==> src/design/dadda_pkg.sv <==
`default_nettype none

package dadda_pkg;

    localparam int OPERAND_WIDTH = 8;
    localparam int PRODUCT_WIDTH = 2 * OPERAND_WIDTH;

    typedef logic [OPERAND_WIDTH-1:0] operand_t;
    typedef logic [PRODUCT_WIDTH-1:0] product_t;

    // row i is a anded with b[i].
    typedef struct packed {
        logic                         valid;
        operand_t [OPERAND_WIDTH-1:0] row;
    } pp_stage_t;

    typedef struct packed {
        logic     valid;
        product_t sum_row;
        product_t carry_row;
    } rows_stage_t;

    // returns {carry, sum}.
    function automatic logic [1:0] full_add(
        input logic x,
        input logic y,
        input logic z
    );
        logic s;
        logic c;
        s = x ^ y ^ z;
        c = (x & y) | (x & z) | (y & z); // majority.
        return {c, s};
    endfunction

    // returns {carry, sum}.
    function automatic logic [1:0] half_add(
        input logic x,
        input logic y
    );
        logic s;
        logic c;
        s = x ^ y;
        c = x & y;
        return {c, s};
    endfunction

endpackage

`default_nettype wire

==> src/design/cla_group.sv <==
`timescale 1ns/1ps
`default_nettype none

module cla_group #(
    parameter int GROUP_WIDTH = 4
) (
    input  logic [GROUP_WIDTH-1:0] x,
    input  logic [GROUP_WIDTH-1:0] y,
    input  logic                   cin,
    output logic [GROUP_WIDTH-1:0] sum,
    output logic                   cout
);

    logic [GROUP_WIDTH-1:0] gen;
    logic [GROUP_WIDTH-1:0] prop;
    logic [GROUP_WIDTH:0]   carry;

    assign gen  = x & y;
    assign prop = x ^ y;

    // carry into bit i+1 from g, p and the carry into bit i.
    always_comb begin
        carry[0] = cin;
        for (int i = 0; i < GROUP_WIDTH; i++) begin
            carry[i + 1] = gen[i] | (prop[i] & carry[i]);
        end
    end

    assign sum  = prop ^ carry[GROUP_WIDTH-1:0];
    assign cout = carry[GROUP_WIDTH];

endmodule

`default_nettype wire

==> src/design/dadda_multiplier.sv <==
`timescale 1ns/1ps
`default_nettype none

module dadda_multiplier
    import dadda_pkg::*;
#(
    parameter int GROUP_WIDTH = 4
) (
    input  logic     clk,
    input  logic     rst,
    input  logic     in_valid,
    input  operand_t a,
    input  operand_t b,
    output product_t product,
    output logic     out_valid
);

    pp_stage_t   pp_stage;
    rows_stage_t rows_stage;

    // stage 1, and matrix.
    partial_product_gen u_pp_gen (
        .clk     (clk),
        .rst     (rst),
        .in_valid(in_valid),
        .a       (a),
        .b       (b),
        .pp      (pp_stage)
    );

    // stage 2, columns down to two rows.
    dadda_reduce u_reduce (
        .clk (clk),
        .rst (rst),
        .pp  (pp_stage),
        .rows(rows_stage)
    );

    // stage 3, grouped lookahead add.
    final_adder #(
        .GROUP_WIDTH(GROUP_WIDTH)
    ) u_final_adder (
        .clk      (clk),
        .rst      (rst),
        .rows     (rows_stage),
        .product  (product),
        .out_valid(out_valid)
    );

endmodule

`default_nettype wire

==> src/design/dadda_reduce.sv <==
`timescale 1ns/1ps
`default_nettype none

module dadda_reduce
    import dadda_pkg::*;
(
    input  logic        clk,
    input  logic        rst,
    input  pp_stage_t   pp,
    output rows_stage_t rows
);

    // largest Dadda number below h, the next target height.
    function automatic int dadda_height(input int h);
        int d;
        d = 2;
        while ((d * 3) / 2 < h) begin
            d = (d * 3) / 2;
        end
        return d;
    endfunction

    function automatic int count_stages(input int n);
        int h;
        int cnt;
        h   = n;
        cnt = 0;
        while (h > 2) begin
            h   = dadda_height(h);
            cnt = cnt + 1;
        end
        return cnt;
    endfunction

    localparam int NUM_STAGES = count_stages(OPERAND_WIDTH); // 4 for 8 bits.

    product_t sum_row;
    product_t carry_row;

    always_comb begin : reduce_tree
        logic [OPERAND_WIDTH-1:0] cur [PRODUCT_WIDTH];
        logic [OPERAND_WIDTH-1:0] nxt [PRODUCT_WIDTH];
        int                       cur_h [PRODUCT_WIDTH];
        int                       nxt_h [PRODUCT_WIDTH];
        int                       target;
        int                       excess;
        int                       fa_n;
        int                       ha_n;
        int                       k;
        logic [1:0]               sc;

        for (int c = 0; c < PRODUCT_WIDTH; c++) begin
            cur[c]   = '0;
            nxt[c]   = '0;
            cur_h[c] = 0;
            nxt_h[c] = 0;
        end
        sc = '0;

        // bit j of row i has weight i + j.
        for (int i = 0; i < OPERAND_WIDTH; i++) begin
            for (int j = 0; j < OPERAND_WIDTH; j++) begin
                cur[i + j][cur_h[i + j]] = pp.row[i][j];
                cur_h[i + j] += 1;
            end
        end

        target = OPERAND_WIDTH;
        for (int s = 0; s < NUM_STAGES; s++) begin
            target = dadda_height(target); // 6, 4, 3, 2.
            for (int c = 0; c < PRODUCT_WIDTH; c++) begin
                nxt[c]   = '0;
                nxt_h[c] = 0;
            end
            for (int c = 0; c < PRODUCT_WIDTH; c++) begin
                // carries from column c-1 already sit in nxt[c].
                excess = cur_h[c] + nxt_h[c] - target;
                fa_n   = (excess > 0) ? excess / 2 : 0;
                ha_n   = (excess > 0) ? excess % 2 : 0;
                k      = 0;
                for (int i = 0; i < OPERAND_WIDTH; i++) begin
                    if (i < fa_n + ha_n) begin
                        if (i < fa_n) begin
                            sc = full_add(cur[c][k], cur[c][k + 1], cur[c][k + 2]);
                            k += 3;
                        end else begin
                            sc = half_add(cur[c][k], cur[c][k + 1]);
                            k += 2;
                        end
                        nxt[c][nxt_h[c]] = sc[0];
                        nxt_h[c] += 1;
                        if (c + 1 < PRODUCT_WIDTH) begin
                            nxt[c + 1][nxt_h[c + 1]] = sc[1];
                            nxt_h[c + 1] += 1;
                        end
                    end
                end
                // untouched bits drop straight through.
                for (int i = 0; i < OPERAND_WIDTH; i++) begin
                    if (i >= k && i < cur_h[c]) begin
                        nxt[c][nxt_h[c]] = cur[c][i];
                        nxt_h[c] += 1;
                    end
                end
            end
            cur   = nxt;
            cur_h = nxt_h;
        end

        // at most two bits left per column, empty slots are zero.
        for (int c = 0; c < PRODUCT_WIDTH; c++) begin
            sum_row[c]   = cur[c][0];
            carry_row[c] = cur[c][1];
        end
    end

    always_ff @(posedge clk) begin
        if (rst) begin
            rows.valid <= 1'b0;
        end else begin
            rows.valid <= pp.valid;
        end
        rows.sum_row   <= sum_row;
        rows.carry_row <= carry_row;
    end

endmodule

`default_nettype wire

==> src/design/final_adder.sv <==
`timescale 1ns/1ps
`default_nettype none

module final_adder
    import dadda_pkg::*;
#(
    parameter int GROUP_WIDTH = 4
) (
    input  logic        clk,
    input  logic        rst,
    input  rows_stage_t rows,
    output product_t    product,
    output logic        out_valid
);

    localparam int NUM_GROUPS = PRODUCT_WIDTH / GROUP_WIDTH;

    logic [NUM_GROUPS-1:0] group_cin;
    product_t              sum;

    assign group_cin[0] = 1'b0;

    for (genvar g = 0; g < NUM_GROUPS; g++) begin : gen_group
        if (g < NUM_GROUPS - 1) begin : gen_mid
            cla_group #(
                .GROUP_WIDTH(GROUP_WIDTH)
            ) u_group (
                .x   (rows.sum_row[g*GROUP_WIDTH +: GROUP_WIDTH]),
                .y   (rows.carry_row[g*GROUP_WIDTH +: GROUP_WIDTH]),
                .cin (group_cin[g]),
                .sum (sum[g*GROUP_WIDTH +: GROUP_WIDTH]),
                .cout(group_cin[g + 1])                 // ripples to next group.
            );
        end else begin : gen_last
            // top carry is always zero, product fits in 16 bits.
            cla_group #(
                .GROUP_WIDTH(GROUP_WIDTH)
            ) u_group (
                .x   (rows.sum_row[g*GROUP_WIDTH +: GROUP_WIDTH]),
                .y   (rows.carry_row[g*GROUP_WIDTH +: GROUP_WIDTH]),
                .cin (group_cin[g]),
                .sum (sum[g*GROUP_WIDTH +: GROUP_WIDTH]),
                .cout()
            );
        end
    end

    always_ff @(posedge clk) begin
        if (rst) begin
            out_valid <= 1'b0;
        end else begin
            out_valid <= rows.valid;
        end
        product <= sum;
    end

endmodule

`default_nettype wire

==> src/design/partial_product_gen.sv <==
`timescale 1ns/1ps
`default_nettype none

module partial_product_gen
    import dadda_pkg::*;
(
    input  logic      clk,
    input  logic      rst,
    input  logic      in_valid,
    input  operand_t  a,
    input  operand_t  b,
    output pp_stage_t pp
);

    operand_t [OPERAND_WIDTH-1:0] matrix;

    // one and gate per bit pair.
    always_comb begin
        for (int i = 0; i < OPERAND_WIDTH; i++) begin
            matrix[i] = a & {OPERAND_WIDTH{b[i]}};
        end
    end

    always_ff @(posedge clk) begin
        if (rst) begin
            pp.valid <= 1'b0;
        end else begin
            pp.valid <= in_valid;
        end
        pp.row <= matrix; // no reset on the matrix.
    end

endmodule

`default_nettype wire

==> config.mk <==
export PLATFORM = sky130hd
export DESIGN_NAME = dadda_multiplier
export DESIGN_NICKNAME = d
export VERILOG_FILES = /design/src/design/dadda_pkg.sv /design/src/design/cla_group.sv /design/src/design/dadda_multiplier.sv /design/src/design/dadda_reduce.sv /design/src/design/final_adder.sv /design/src/design/partial_product_gen.sv
export SDC_FILE = /design/constraint.sdc
export NUM_CORES = 1
export LEC_CHECK = 0
export BUFFER_PORTS_ARGS = -buffer_cell sky130_fd_sc_hd__buf_2
export CAP_MARGIN = 20
export CORE_MARGIN = 2
export CORE_UTILIZATION = 30
export DETAILED_ROUTE_END_ITERATION = 10
export GPL_TIMING_DRIVEN = 0
export HOLD_SLACK_MARGIN = 0.12
export PLACE_DENSITY = 0.59
export SETUP_SLACK_MARGIN = 0.15
export SYNTH_ARGS = -nofsm -noshare
export SYNTH_HDL_FRONTEND = slang
export SYNTH_SLANG_ARGS = --single-unit
==> constraint.sdc <==
create_clock -name clk -period 5.4 [get_ports clk]
set_clock_uncertainty 0.2 [all_clocks]
set_input_delay 0.54 -clock clk [delete_from_list [all_inputs] [get_ports clk]]
set_output_delay 0.54 -clock clk [all_outputs]
set_load 0.03 [all_outputs]
==> summary.md, run 1 <==
| Metric | Value |
|---|---|
| Status | finished clean |
| Hpwl dp | about 4.3 mm |
| YS warnings | 0 |
| Diode count | 0 |
| Hold Fails Final Rpt | 0 |
| DR vias | approximately 2000 |
| Hold endpoint | u_reduce.rows[1] |
| Clk buf depth | 2 |
| Clock Pin Slew Worst Setup and Hold Paths | roughly 70 ps |
| Largest net degree at the start of global routing | 20 |
| Crit end category | flip-flop |
| Worst setup margin | approximately 3.4 ps |
| Static leakage | approximately 2.2 nW |
| CTS root buffer | clkbuf_16 |
| Post-Synth XOR/XNOR Area | 0% |
| Clock Power Share | roughly a third |
| CP required | 5500 ps |
| Hold WS | 130 ps |
| Initial antenna violation count | 0 |
| Mapped Cells | between 300 and 400 |
| Num CTS Buffers | 9 |
| Internal power | 1.50 mW |
| Fin. max-slew vios | 0 |
| P_sw | about 600 uW |
| Area share of the largest cell type after synthesis | between 50 and 60% |
| Post-synthesis sequential area ratio | between 50% and 60% |
| Final setup fails | 0 |
| Starting Density | 30.4% |
| Post-synth top area cell | dfxtp_1 |
| Switching share of power | 28.4% |
| Share of layout cells above drive strength 1 | between 10% and 20% |
| Met2 usage | around 16% |
| Die height | ~120 um |
| Final critical delay including setup and external delays | roughly 5400 ps |
| Final nets | roughly 430 |
| Vias in the first global route | roughly 2200 |
| Largest family of logic cells by synthesized area | adder cells |
| PD cells | between 400 and 500 mW/mm^2 |
| H-tree Lvls | 3 |
| Worst Hold Class | reg2reg |
| IO Pins | 36 |
| Synthesized area | roughly 0.0040 sq mm |
| RSZ-0062 raised after global routing | yes |
| Hold depth | 0 |
| Placed Cells | slightly above 500 |
| FF-to-FF End | u_final_adder.product[14] |
| Ranking of synthesized cells by area | dfxtp_1 (56%), fa_1 (24%), and2_1 (10%) |
| Pre-antenna DRT Iters | 3 |
| Comb power frac | 18.2% |
| Iter 0 DRT Violations | 37 |
| Non-filler instance count after layout | approximately 540 |
| Period utilisation layout | 99.9% |
| Compound-Gate Fraction of Synth Area | 0% |
| Input/output buffers | 35 |
| # DRC | 0 |
| Area delta synth->final | 19.1% |
| Clk sinks | between 100 and 150 |
| Die area | 0.0143 sq mm |
| Max frequency | between 150 and 200 MHz |
| Final core utilization | 36.2% |
| Grt total ovfl | 0 |
| Global Route Usage Sum | under 10% |
| Slack of the worst reg-to-reg path | 3 ps |
| Setup slack at placement | -84.3 ps |
| Arrival @ worst endpoint | between 5000 and 6000 ps |
| ANT nets after route | 0 |
| Post-Synthesis Net Count | approximately 380 |
| First-pass GRT wire length | roughly 10 mm |
| Hold wc startpoint | u_pp_gen.pp[8] |
| Mux contribution to synthesized area | 0% |
| Reg2Reg Depth | 16 |
| Syn avg cell area | ~13 sq um |
| Synth Area in Simple Gates | 10.5% |
| Worst-Skew Late Latency | 350 ps |
| Vias per cell | around 3.7 |
| Met3 Use GR | between 3 and 4% |
| Worst slew pin tran | roughly 160 ps |
| CP max FO | 1 |
| Cts hold-fix bufs | 0 |
| Core area | ~0.013 sq mm |
| Yosys cell types | 6 |
| RR Startpoint | u_reduce.rows[1] |
| VDD IR-drop max | between 0.15 and 0.2 mV |
| Avg WL per Cell | 10.6 um |
| DRT Wirelength | 5.65 mm |
| GR Layer Usage met1 | a little over a tenth |
| Seq cells post-synth | 112 |
| Max-cap viol count | 0 |
| FP Rows | 42 |
| Nature of the critical path startpoint | flip-flop |
| Setup CP Type | reg2reg |
| CTS tree | yes |
| Die Span X | approximately 120 um |
| Final GP Congestion | around 0.74 |
| Slew HR | roughly nine tenths |
| Reg power frac | between 40% and 50% |
| Commonest cells after routing, fill and taps aside | dfxtp_1 (110), inv_1 (72), and2_1 (64) |
| Top Usage Layer GRT | met2 |
| Synthesized-area fraction occupied by adder cells | a little over a quarter |
| Most common cell after layout, fill and taps aside | dfxtp_1 |
-- flip-flops by register name (all words and copies together), names as in the netlist --
| name | count |
|---|---|
| u_reduce.rows | 30 |
| u_final_adder.product | 16 |
| u_pp_gen.pp | 65 |
| u_final_adder.out_valid | 1 |
-- through the flow --
stage	TNS, ps	cell area (sq um)	power [mW]
after CTS	-50.1	4750	2.14
after detailed placement	-84.3	4420	1.43
final	0	4760	2.10
after global placement	-91.5	4420	1.43
after global routing	-114	4760	2.25
after floorplan	0	4020	1.29
-- repair_timing --
item | in CTS | in global routing
gates resized for setup | 4 | 3
hold endpoints to repair | 0 | 0
buffers inserted | 0 | 0
setup endpoints to repair | 2 | 2
pin swaps | 0 | 0
-- critical path, stage by stage (launching register included) --
cell,delay [ps]
dfxtp_2,330
ha_4,150
fa_2,340
fa_2,350
fa_2,350
fa_2,350
fa_2,340
fa_2,340
fa_2,350
fa_2,350
fa_2,350
fa_2,340
fa_2,340
fa_2,340
inv_2,60
fa_2,410
inv_1,50
-- routing by layer --
| layer | share of wire (%) | routed length, um |
|---|---|---|
| met4 | 1.2 | 69 |
| met5 | 0 | 0 |
| met1 | 43 | 2400 |
| met3 | 4.7 | 267 |
| met2 | 52 | 2910 |
-- cell usage after synthesis, drive strengths merged --
master and instances:
ha 8, and2 64, nor2b 3, fa 48, dfxtp 112, inv 73
-- kinds of logic (layout without fill, tap and decap cells) --
logic type | after synthesis | after routing
flip-flops | 112 | 112
buffers and inverters | 73 | 124
adder cells (fa/ha/maj) | 56 | 56
AND/OR/NAND/NOR | 67 | 67
-- how the worst max path moves through the flow --
stage / start / end / slack, ps / cells after the start
after CTS: u_reduce.rows[1] / u_final_adder.product[14] / -50 / 16
after floorplan: u_reduce.rows[1] / u_final_adder.product[14] / 80 / 16
final: u_reduce.rows[1] / u_final_adder.product[14] / 3 / 16
after detailed placement: u_reduce.rows[1] / u_final_adder.product[14] / -80 / 16
after global placement: u_reduce.rows[1] / u_final_adder.product[14] / -90 / 16
after global routing: u_reduce.rows[1] / u_final_adder.product[14] / -110 / 16
-- power by group through the flow --
stage / logic, mW / clock network, mW / registers [mW]
finish: 0.382 / 0.703 / 1.01
global route: 0.453 / 0.769 / 1.03
floorplan: 0.165 / 0 / 1.13
global placement: 0.395 / 0 / 1.03
detailed placement: 0.398 / 0 / 1.03
CTS: 0.401 / 0.728 / 1.02
-- area by class of cell --
cell class,instances,area (sq um)
fillers,1319,8380
well taps,176,220
inverters,73,274
clock buffers,11,253
clock inverters,5,67.6
repair buffers,35,175
multi-input cells,123,1530
flip-flops and latches,112,2240
No activity file was read; power rests on OpenSTA's default activity.
==> inputs of run 2 (changes only) <==
--- a/config.mk
+++ b/config.mk
@@ -8,11 +8,12 @@
 export BUFFER_PORTS_ARGS = -buffer_cell sky130_fd_sc_hd__buf_2
 export CAP_MARGIN = 20
 export CORE_MARGIN = 2
-export CORE_UTILIZATION = 30
+export CORE_UTILIZATION = 52
 export DETAILED_ROUTE_END_ITERATION = 10
 export GPL_TIMING_DRIVEN = 0
 export HOLD_SLACK_MARGIN = 0.12
-export PLACE_DENSITY = 0.59
+export PLACE_DENSITY = 0.85
+export RECOVER_POWER = 100
 export SETUP_SLACK_MARGIN = 0.15
 export SYNTH_ARGS = -nofsm -noshare
 export SYNTH_HDL_FRONTEND = slang
==> constraint.sdc (replaced) <==
create_clock -name clk -period 4.65 [get_ports clk]
set_clock_uncertainty 0.2 [all_clocks]
set_input_delay 0.465 -clock clk [delete_from_list [all_inputs] [get_ports clk]]
set_output_delay 0.465 -clock clk [all_outputs]
set_load 0.03 [all_outputs]
==> summary.md, run 2 (synthesis results as in run 1) <==
| Metric | Value |
|---|---|
| Status | complete, but fails checks |
| Failing checks | setup timing |
| RSZ-0062 raised after global routing | yes |
| Storage cell area | 0.00224 sq mm (-0.11%) |
| Initial antenna violation count | 0 (unchanged) |
| Worst slew pin tran | 382 ps (+220 ps) |
| Fin. max-slew vios | 0 (unchanged) |
| Commonest cells after routing, fill and taps aside | dfxtp_1 (112), inv_1 (72), fa_1 (36) |
| # DRC | 0 (unchanged) |
| CP max FO | 1 (unchanged) |
| FILL cells | 567 (-57%) |
| Met2 wire length | 2.98 mm (+2.3%) |
| Die Span X | 91.7 um (-23%) |
| Num CTS Buffers | 9 (unchanged) |
| Iter 0 DRT Violations | 44 (+19%) |
| M1 WL | 2.23 mm (-7.0%) |
| VDD IR-drop max | 0.237 mV (+27%) |
| Setup slack at placement | -757 ps (-673 ps) |
| DRT Wirelength | 5.56 mm (-1.7%) |
| Multi-input logic area | 0.00151 sq mm (-0.82%) |
| Worst-Skew Late Latency | 370 ps (+20 ps) |
| Pre-antenna DRT Iters | 4 (+1) |
| Slew HR | 74.5% (-15 points) |
| Resize count post-CTS | 0 (-4) |
| PD cells | 483 mW/mm^2 (+9.6%) |
| Top reg by flops | u_pp_gen.pp |
| Final core utilization | 61.6% (+25 points) |
| Met3 WL | 236 um (-12%) |
| Vias per cell | 4.25 (+16%) |
| IO Pins | 36 (unchanged) |
| Share of layout cells above drive strength 1 | 9.97% (-9.0 points) |
| Clk sinks | 112 (unchanged) |
| ANT nets after route | 0 (unchanged) |
| Final nets | 431 (+0.47%) |
| Worst Hold Class | reg2reg |
| H-tree Lvls | 3 (unchanged) |
| Diode count | 0 (unchanged) |
| Die height | 91.7 um (-23%) |
| Final setup fails | 4 (+4) |
| Grt total ovfl | 0 (unchanged) |
| Hold Fails Final Rpt | 0 (unchanged) |
| Most common cell after layout, fill and taps aside | dfxtp_1 |
| CP required | 4780 ps (-720 ps) |
| Clk buf depth | 2 (unchanged) |
| Final critical delay including setup and external delays | 5400 ps (+3.27 ps) |
| Total power | 2.18 mW (+4.0%) |
| First-pass GRT wire length | 9.71 mm (-4.0%) |
| Worst setup margin | -750 ps (-753 ps) |
| Setup CP Type | reg2reg |
| Critical path origin | u_reduce.rows[1] |
| Static leakage | 2.00 nW (-7.1%) |
| Top Metal Used | met4 |
| Clock Pin Slew Worst Setup and Hold Paths | 110 ps (+40 ps) |
| Max frequency | 185 MHz (about the same) |
| Period utilisation layout | 116% (+16 points) |
| Input/output buffers | 35 (unchanged) |
| Core area | 0.00733 sq mm (-44%) |
| Die area | 0.00840 sq mm (-41%) |
| Avg WL per Cell | 12.1 um (+14%) |
| Starting Density | 54.5% (+24 points) |
| Largest net degree at the start of global routing | 20 (unchanged) |
| Final GP Congestion | 0.737 (about the same) |
| DR vias | 1956 (-0.20%) |
| Largest regs | u_pp_gen.pp x65, u_reduce.rows x30, u_final_adder.product x16 |
| Max-cap viol count | 0 (unchanged) |
| CTS tree | yes |
| Largest register FFs | 65 (unchanged) |
| Nature of the critical path startpoint | flip-flop |
| RR Startpoint | u_reduce.rows[1] |
| CTS root buffer | clkbuf_8 |
| Hpwl dp | 4.16 mm (-4.1%) |
| FP Rows | 31 (-26%) |
| Hold wc startpoint | u_pp_gen.pp[16] |
| Area delta synth->final | 13.0% |
| Hold WS | 137 ps (+7.13 ps) |
| Vias in the first global route | 2107 (-4.0%) |
| Crit end category | flip-flop |
| Global Route Usage Sum | 15.5% (+6.1 points) |
| Arrival @ worst endpoint | 5530 ps (+40 ps) |
[run 2: changes by cell type in the layout (fill, tap and decap cells not counted), sizes merged]
cell	previous run	this run
buf	35	7
clkbuf	11	38
clkinv	0	3
dlygate4sd3	0	2
inv	77	75
[run 2: metrics by stage]
step	TNS (ps)	cells	area (sq um)
3_5_place_dp	-1830	442	4330
5_1_grt	-2280	460	4520
6_report	-1780	460	4520
3_3_place_gp	-1710	442	4330
2_1_floorplan	-1300	308	4030
4_1_cts	-1890	460	4550
[run 2: worst paths after layout]
path	depth (start not counted)	slack, ps	end
min reg2reg	0	140	u_reduce.rows[2]
max reg2reg	16	-750	u_final_adder.product[14]
min	0	140	u_reduce.rows[2]
max	16	-750	u_final_adder.product[14]
[run 2: repair_timing]
action / 4_1_cts / 5_1_grt
buffers inserted: 0 / 0
endpoints found under the hold margin: 3 / 0
hold buffers: 2 / 0
setup endpoints to repair: 4 / 4
[run 2: worst max-delay path, stage by stage, from the launching register on]
cell and delay [ps]:
dfxtp_1 320, ha_2 180, fa_2 340, fa_2 360, fa_2 350, fa_2 350
fa_2 340, fa_2 340, fa_2 350, fa_2 350, fa_2 340, fa_2 350
fa_2 340, fa_2 340, inv_2 60, fa_1 400, inv_1 60
[run 2: cell type report]
cell class                 instances  area share, %
clock inverter                     6           1.69
inverter                          73           6.07
sequential                       112           49.6
clock buffer                      10           2.83
timing repair buffer              37           3.55
tap                               99           2.74
multi-input combinational        123           33.5
[run 2: per-layer routing]
layer,GRT usage (%),up-vias
li1,-,961
met1,17.4,953
met2,27.0,32
met3,4.11,10
met4,8.08,0
met5,0,-
[run 2: where the power goes]
| group | internal, mW | total [mW] | leakage (nW) | switching [mW] |
|---|---|---|---|---|
| clock | 0.258 | 0.581 | 0.103 | 0.323 |
| combinational | 0.150 | 0.424 | 0.961 | 0.274 |
| sequential | 1.12 | 1.18 | 0.935 | 0.0614 |
==> inputs of run 3 (changes only) <==
--- a/config.mk
+++ b/config.mk
@@ -8,11 +8,11 @@
 export BUFFER_PORTS_ARGS = -buffer_cell sky130_fd_sc_hd__buf_2
 export CAP_MARGIN = 20
 export CORE_MARGIN = 2
-export CORE_UTILIZATION = 52
+export CORE_UTILIZATION = 55
 export DETAILED_ROUTE_END_ITERATION = 10
 export GPL_TIMING_DRIVEN = 0
 export HOLD_SLACK_MARGIN = 0.12
-export PLACE_DENSITY = 0.85
+export PLACE_DENSITY = 0.86
 export RECOVER_POWER = 100
 export SETUP_SLACK_MARGIN = 0.15
 export SYNTH_ARGS = -nofsm -noshare
==> constraint.sdc (replaced) <==
create_clock -name clk -period 6.9 [get_ports clk]
set_clock_uncertainty 0.2 [all_clocks]
set_input_delay 0.69 -clock clk [delete_from_list [all_inputs] [get_ports clk]]
set_output_delay 0.69 -clock clk [all_outputs]
set_load 0.03 [all_outputs]
==> summary.md, run 3 (synthesis results as in run 1) <==
| Metric | Value |
|---|---|
| # DRC | 0 (unchanged) |
| Num CTS Buffers | 9 (unchanged) |
| CTS tree | yes |
| Setup slack at placement | 838 ps (+1600 ps) |
| FP Rows | 31 (unchanged) |
| Fin. max-slew vios | 0 (unchanged) |
| CP required | 7030 ps (+2250 ps) |
| Final nets | 429 (-0.46%) |
| Critical Path Sink | u_final_adder.product[14] |
| Period utilisation layout | 87.5% (-29 points) |
| Clock Pin Slew Worst Setup and Hold Paths | 120 ps (about the same) |
| Setup tns final | 0 ps (+1780 ps) |
| Critical path origin | u_reduce.rows[1] |
| Worst setup margin | 859 ps (+1610 ps) |
| Status | finished clean |
| DR vias | 1948 (-0.41%) |
| Total power | 1.47 mW (-33%) |
| Resize count post-CTS | 0 (unchanged) |
| First-pass GRT wire length | 9.56 mm (-1.5%) |
| Worst slew pin tran | 374 ps (-8.34 ps) |
| Worst-Skew Late Latency | 380 ps (about the same) |
| Static leakage | 2.00 nW (+0.10%) |
| # Post-CTS Setup Buffers | 0 (unchanged) |
| Starting Density | 56.0% (+1.5 points) |
| CTS root buffer | clkbuf_8 |
| Vias in the first global route | 2124 (+0.81%) |
| Vias per cell | 4.25 (about the same) |
| VDD IR-drop max | 0.173 mV (-27%) |
| Hpwl dp | 4.17 mm (+0.22%) |
| H-tree Lvls | 3 (unchanged) |
| Input/output buffers | 35 (unchanged) |
| Max-cap viol count | 0 (unchanged) |
| IO Pins | 36 (unchanged) |
| Nature of the critical path startpoint | flip-flop |
| Clk sinks | 112 (unchanged) |
| Pre-antenna DRT Iters | 6 (+2) |
| Final critical delay including setup and external delays | 6040 ps (+641 ps) |
| Setup CP Type | reg2reg |
| Initial antenna violation count | 0 (unchanged) |
| Clk buf depth | 2 (unchanged) |
| Global Route Usage Sum | 16.5% (+0.96 points) |
| Cts hold-fix bufs | 0 (-2) |
| Commonest cells after routing, fill and taps aside | dfxtp_1 (112), inv_1 (73), fa_1 (48) |
| Share of layout cells above drive strength 1 | 5.01% (-5.0 points) |
| Diode count | 0 (unchanged) |
| Worst path depth | 16 (unchanged) |
| Family with the most delay on the worst path | adder cells |
| Largest register FFs | 65 (unchanged) |
| DRT Wirelength | 5.50 mm (-0.97%) |
| FF-to-FF End | u_final_adder.product[14] |
| Die height | 89.2 um (-2.6%) |
| PD cells | 328 mW/mm^2 (-32%) |
| ANT nets after route | 0 (unchanged) |
| Die area | 0.00796 sq mm (-5.2%) |
| Largest net degree at the start of global routing | 24 (+20%) |
| Slack of the worst reg-to-reg path | 860 ps (+1610 ps) |
| Worst Hold Class | reg2reg |
| CP max FO | 1 (unchanged) |
| Iter 0 DRT Violations | 49 (+11%) |
| Buf/Inv on CP | 2 (unchanged) |
| Crit path cell chain | ha_1 -> fa_1 -> fa_1 -> fa_1 -> fa_1 -> fa_1 -> fa_1 -> fa_1 -> fa_1 -> fa_1 -> fa_1 -> fa_1 -> fa_1 -> inv_1 -> fa_1 -> inv_1 |
| Hold depth | 0 (unchanged) |
| Hold WS | 132 ps (-4.83 ps) |
| Arrival @ worst endpoint | 6170 ps (+640 ps) |
| Cell repeated most along the worst path | fa_1 |
| Die Span X | 89.2 um (-2.6%) |
| Slew HR | 75.1% (+0.56 points) |
| Grt total ovfl | 0 (unchanged) |
| Reg2Reg Depth | 16 (unchanged) |
| Final setup fails | 0 (-4) |
| Crit-path slowest cell | fa_1 |
| Max incr delay on CP | 410 ps (about the same) |
| Core area | 0.00714 sq mm (-2.6%) |
| RSZ-0062 raised after global routing | no |
| RR Startpoint | u_reduce.rows[1] |
| Area delta synth->final | 12.0% |
| Largest regs | u_pp_gen.pp x65, u_reduce.rows x30, u_final_adder.product x16 |
| Avg WL per Cell | 12.0 um (-0.54%) |
| Most common cell after layout, fill and taps aside | dfxtp_1 |
| Crit end category | flip-flop |
| Max frequency | 166 MHz (-11%) |
| Top reg by flops | u_pp_gen.pp |
| Hold Fails Final Rpt | 0 (unchanged) |
| Final GP Congestion | 0.780 (+5.8%) |
## run 3: cell types whose count changed in the layout (fill, tap and decap cells not counted), moves of 2 or more
cell / change
clkinv_8: +3
fa_2: -12
dlygate4sd3_1: -2
buf_2: -5
clkbuf_1: +4
clkinv_4: -2
fa_1: +12
## run 3: worst min path at each step
stage	start	end	slack, ps
6_report	u_reduce.rows[16]	u_final_adder.product[0]	130
5_1_grt	u_reduce.rows[16]	u_final_adder.product[0]	140
4_1_cts	u_reduce.rows[16]	u_final_adder.product[0]	130
3_5_place_dp	u_pp_gen.pp[63]	u_reduce.rows[14]	110
3_3_place_gp	u_reduce.rows[16]	u_final_adder.product[0]	110
2_1_floorplan	u_reduce.rows[16]	u_final_adder.product[0]	110
## run 3: power by group
group,leakage [nW],switching (mW),internal [mW],total (mW)
Clock,0.109,0.246,0.151,0.397
Sequential,0.935,0.0379,0.751,0.789
Combinational,0.957,0.183,0.0965,0.280
## run 3: area by class of cell
cell class | instances | area (sq um)
clock buffers | 9 | 124
clock inverters | 7 | 96.3
fillers | 591 | 2660
inverters | 73 | 274
multi-input cells | 123 | 1480
flip-flops and latches | 112 | 2240
well taps | 99 | 124
repair buffers | 35 | 134
## run 3: worst reg2reg max path, cell delays in order (launching register included)
cell and delay [ps]:
dfxtp_1 330, ha_1 210, fa_1 380, fa_1 400, fa_1 400, fa_1 400
fa_1 410, fa_1 390, fa_1 400, fa_1 390, fa_1 380, fa_1 390
fa_1 380, fa_1 390, inv_1 90, fa_1 410, inv_1 60
## run 3: through the flow
stage                     area (sq um)  std cells  util [%]
after floorplan                   4000        308         -
after global placement            4300        442      60.2
after detailed placement          4300        442      60.2
after CTS                         4520        458      63.3
after global routing              4470        458      62.7
final                             4470        458      62.7
## run 3: per-layer routing
layer / vias to the layer above / routed length [um] / global-route usage, %
li1: 954 / - / -
met1: 950 / 2280 / 19.4
met2: 37 / 2870 / 27.7
met3: 7 / 271 / 5.45
met4: 0 / 84 / 7.06
met5: - / 0 / 0
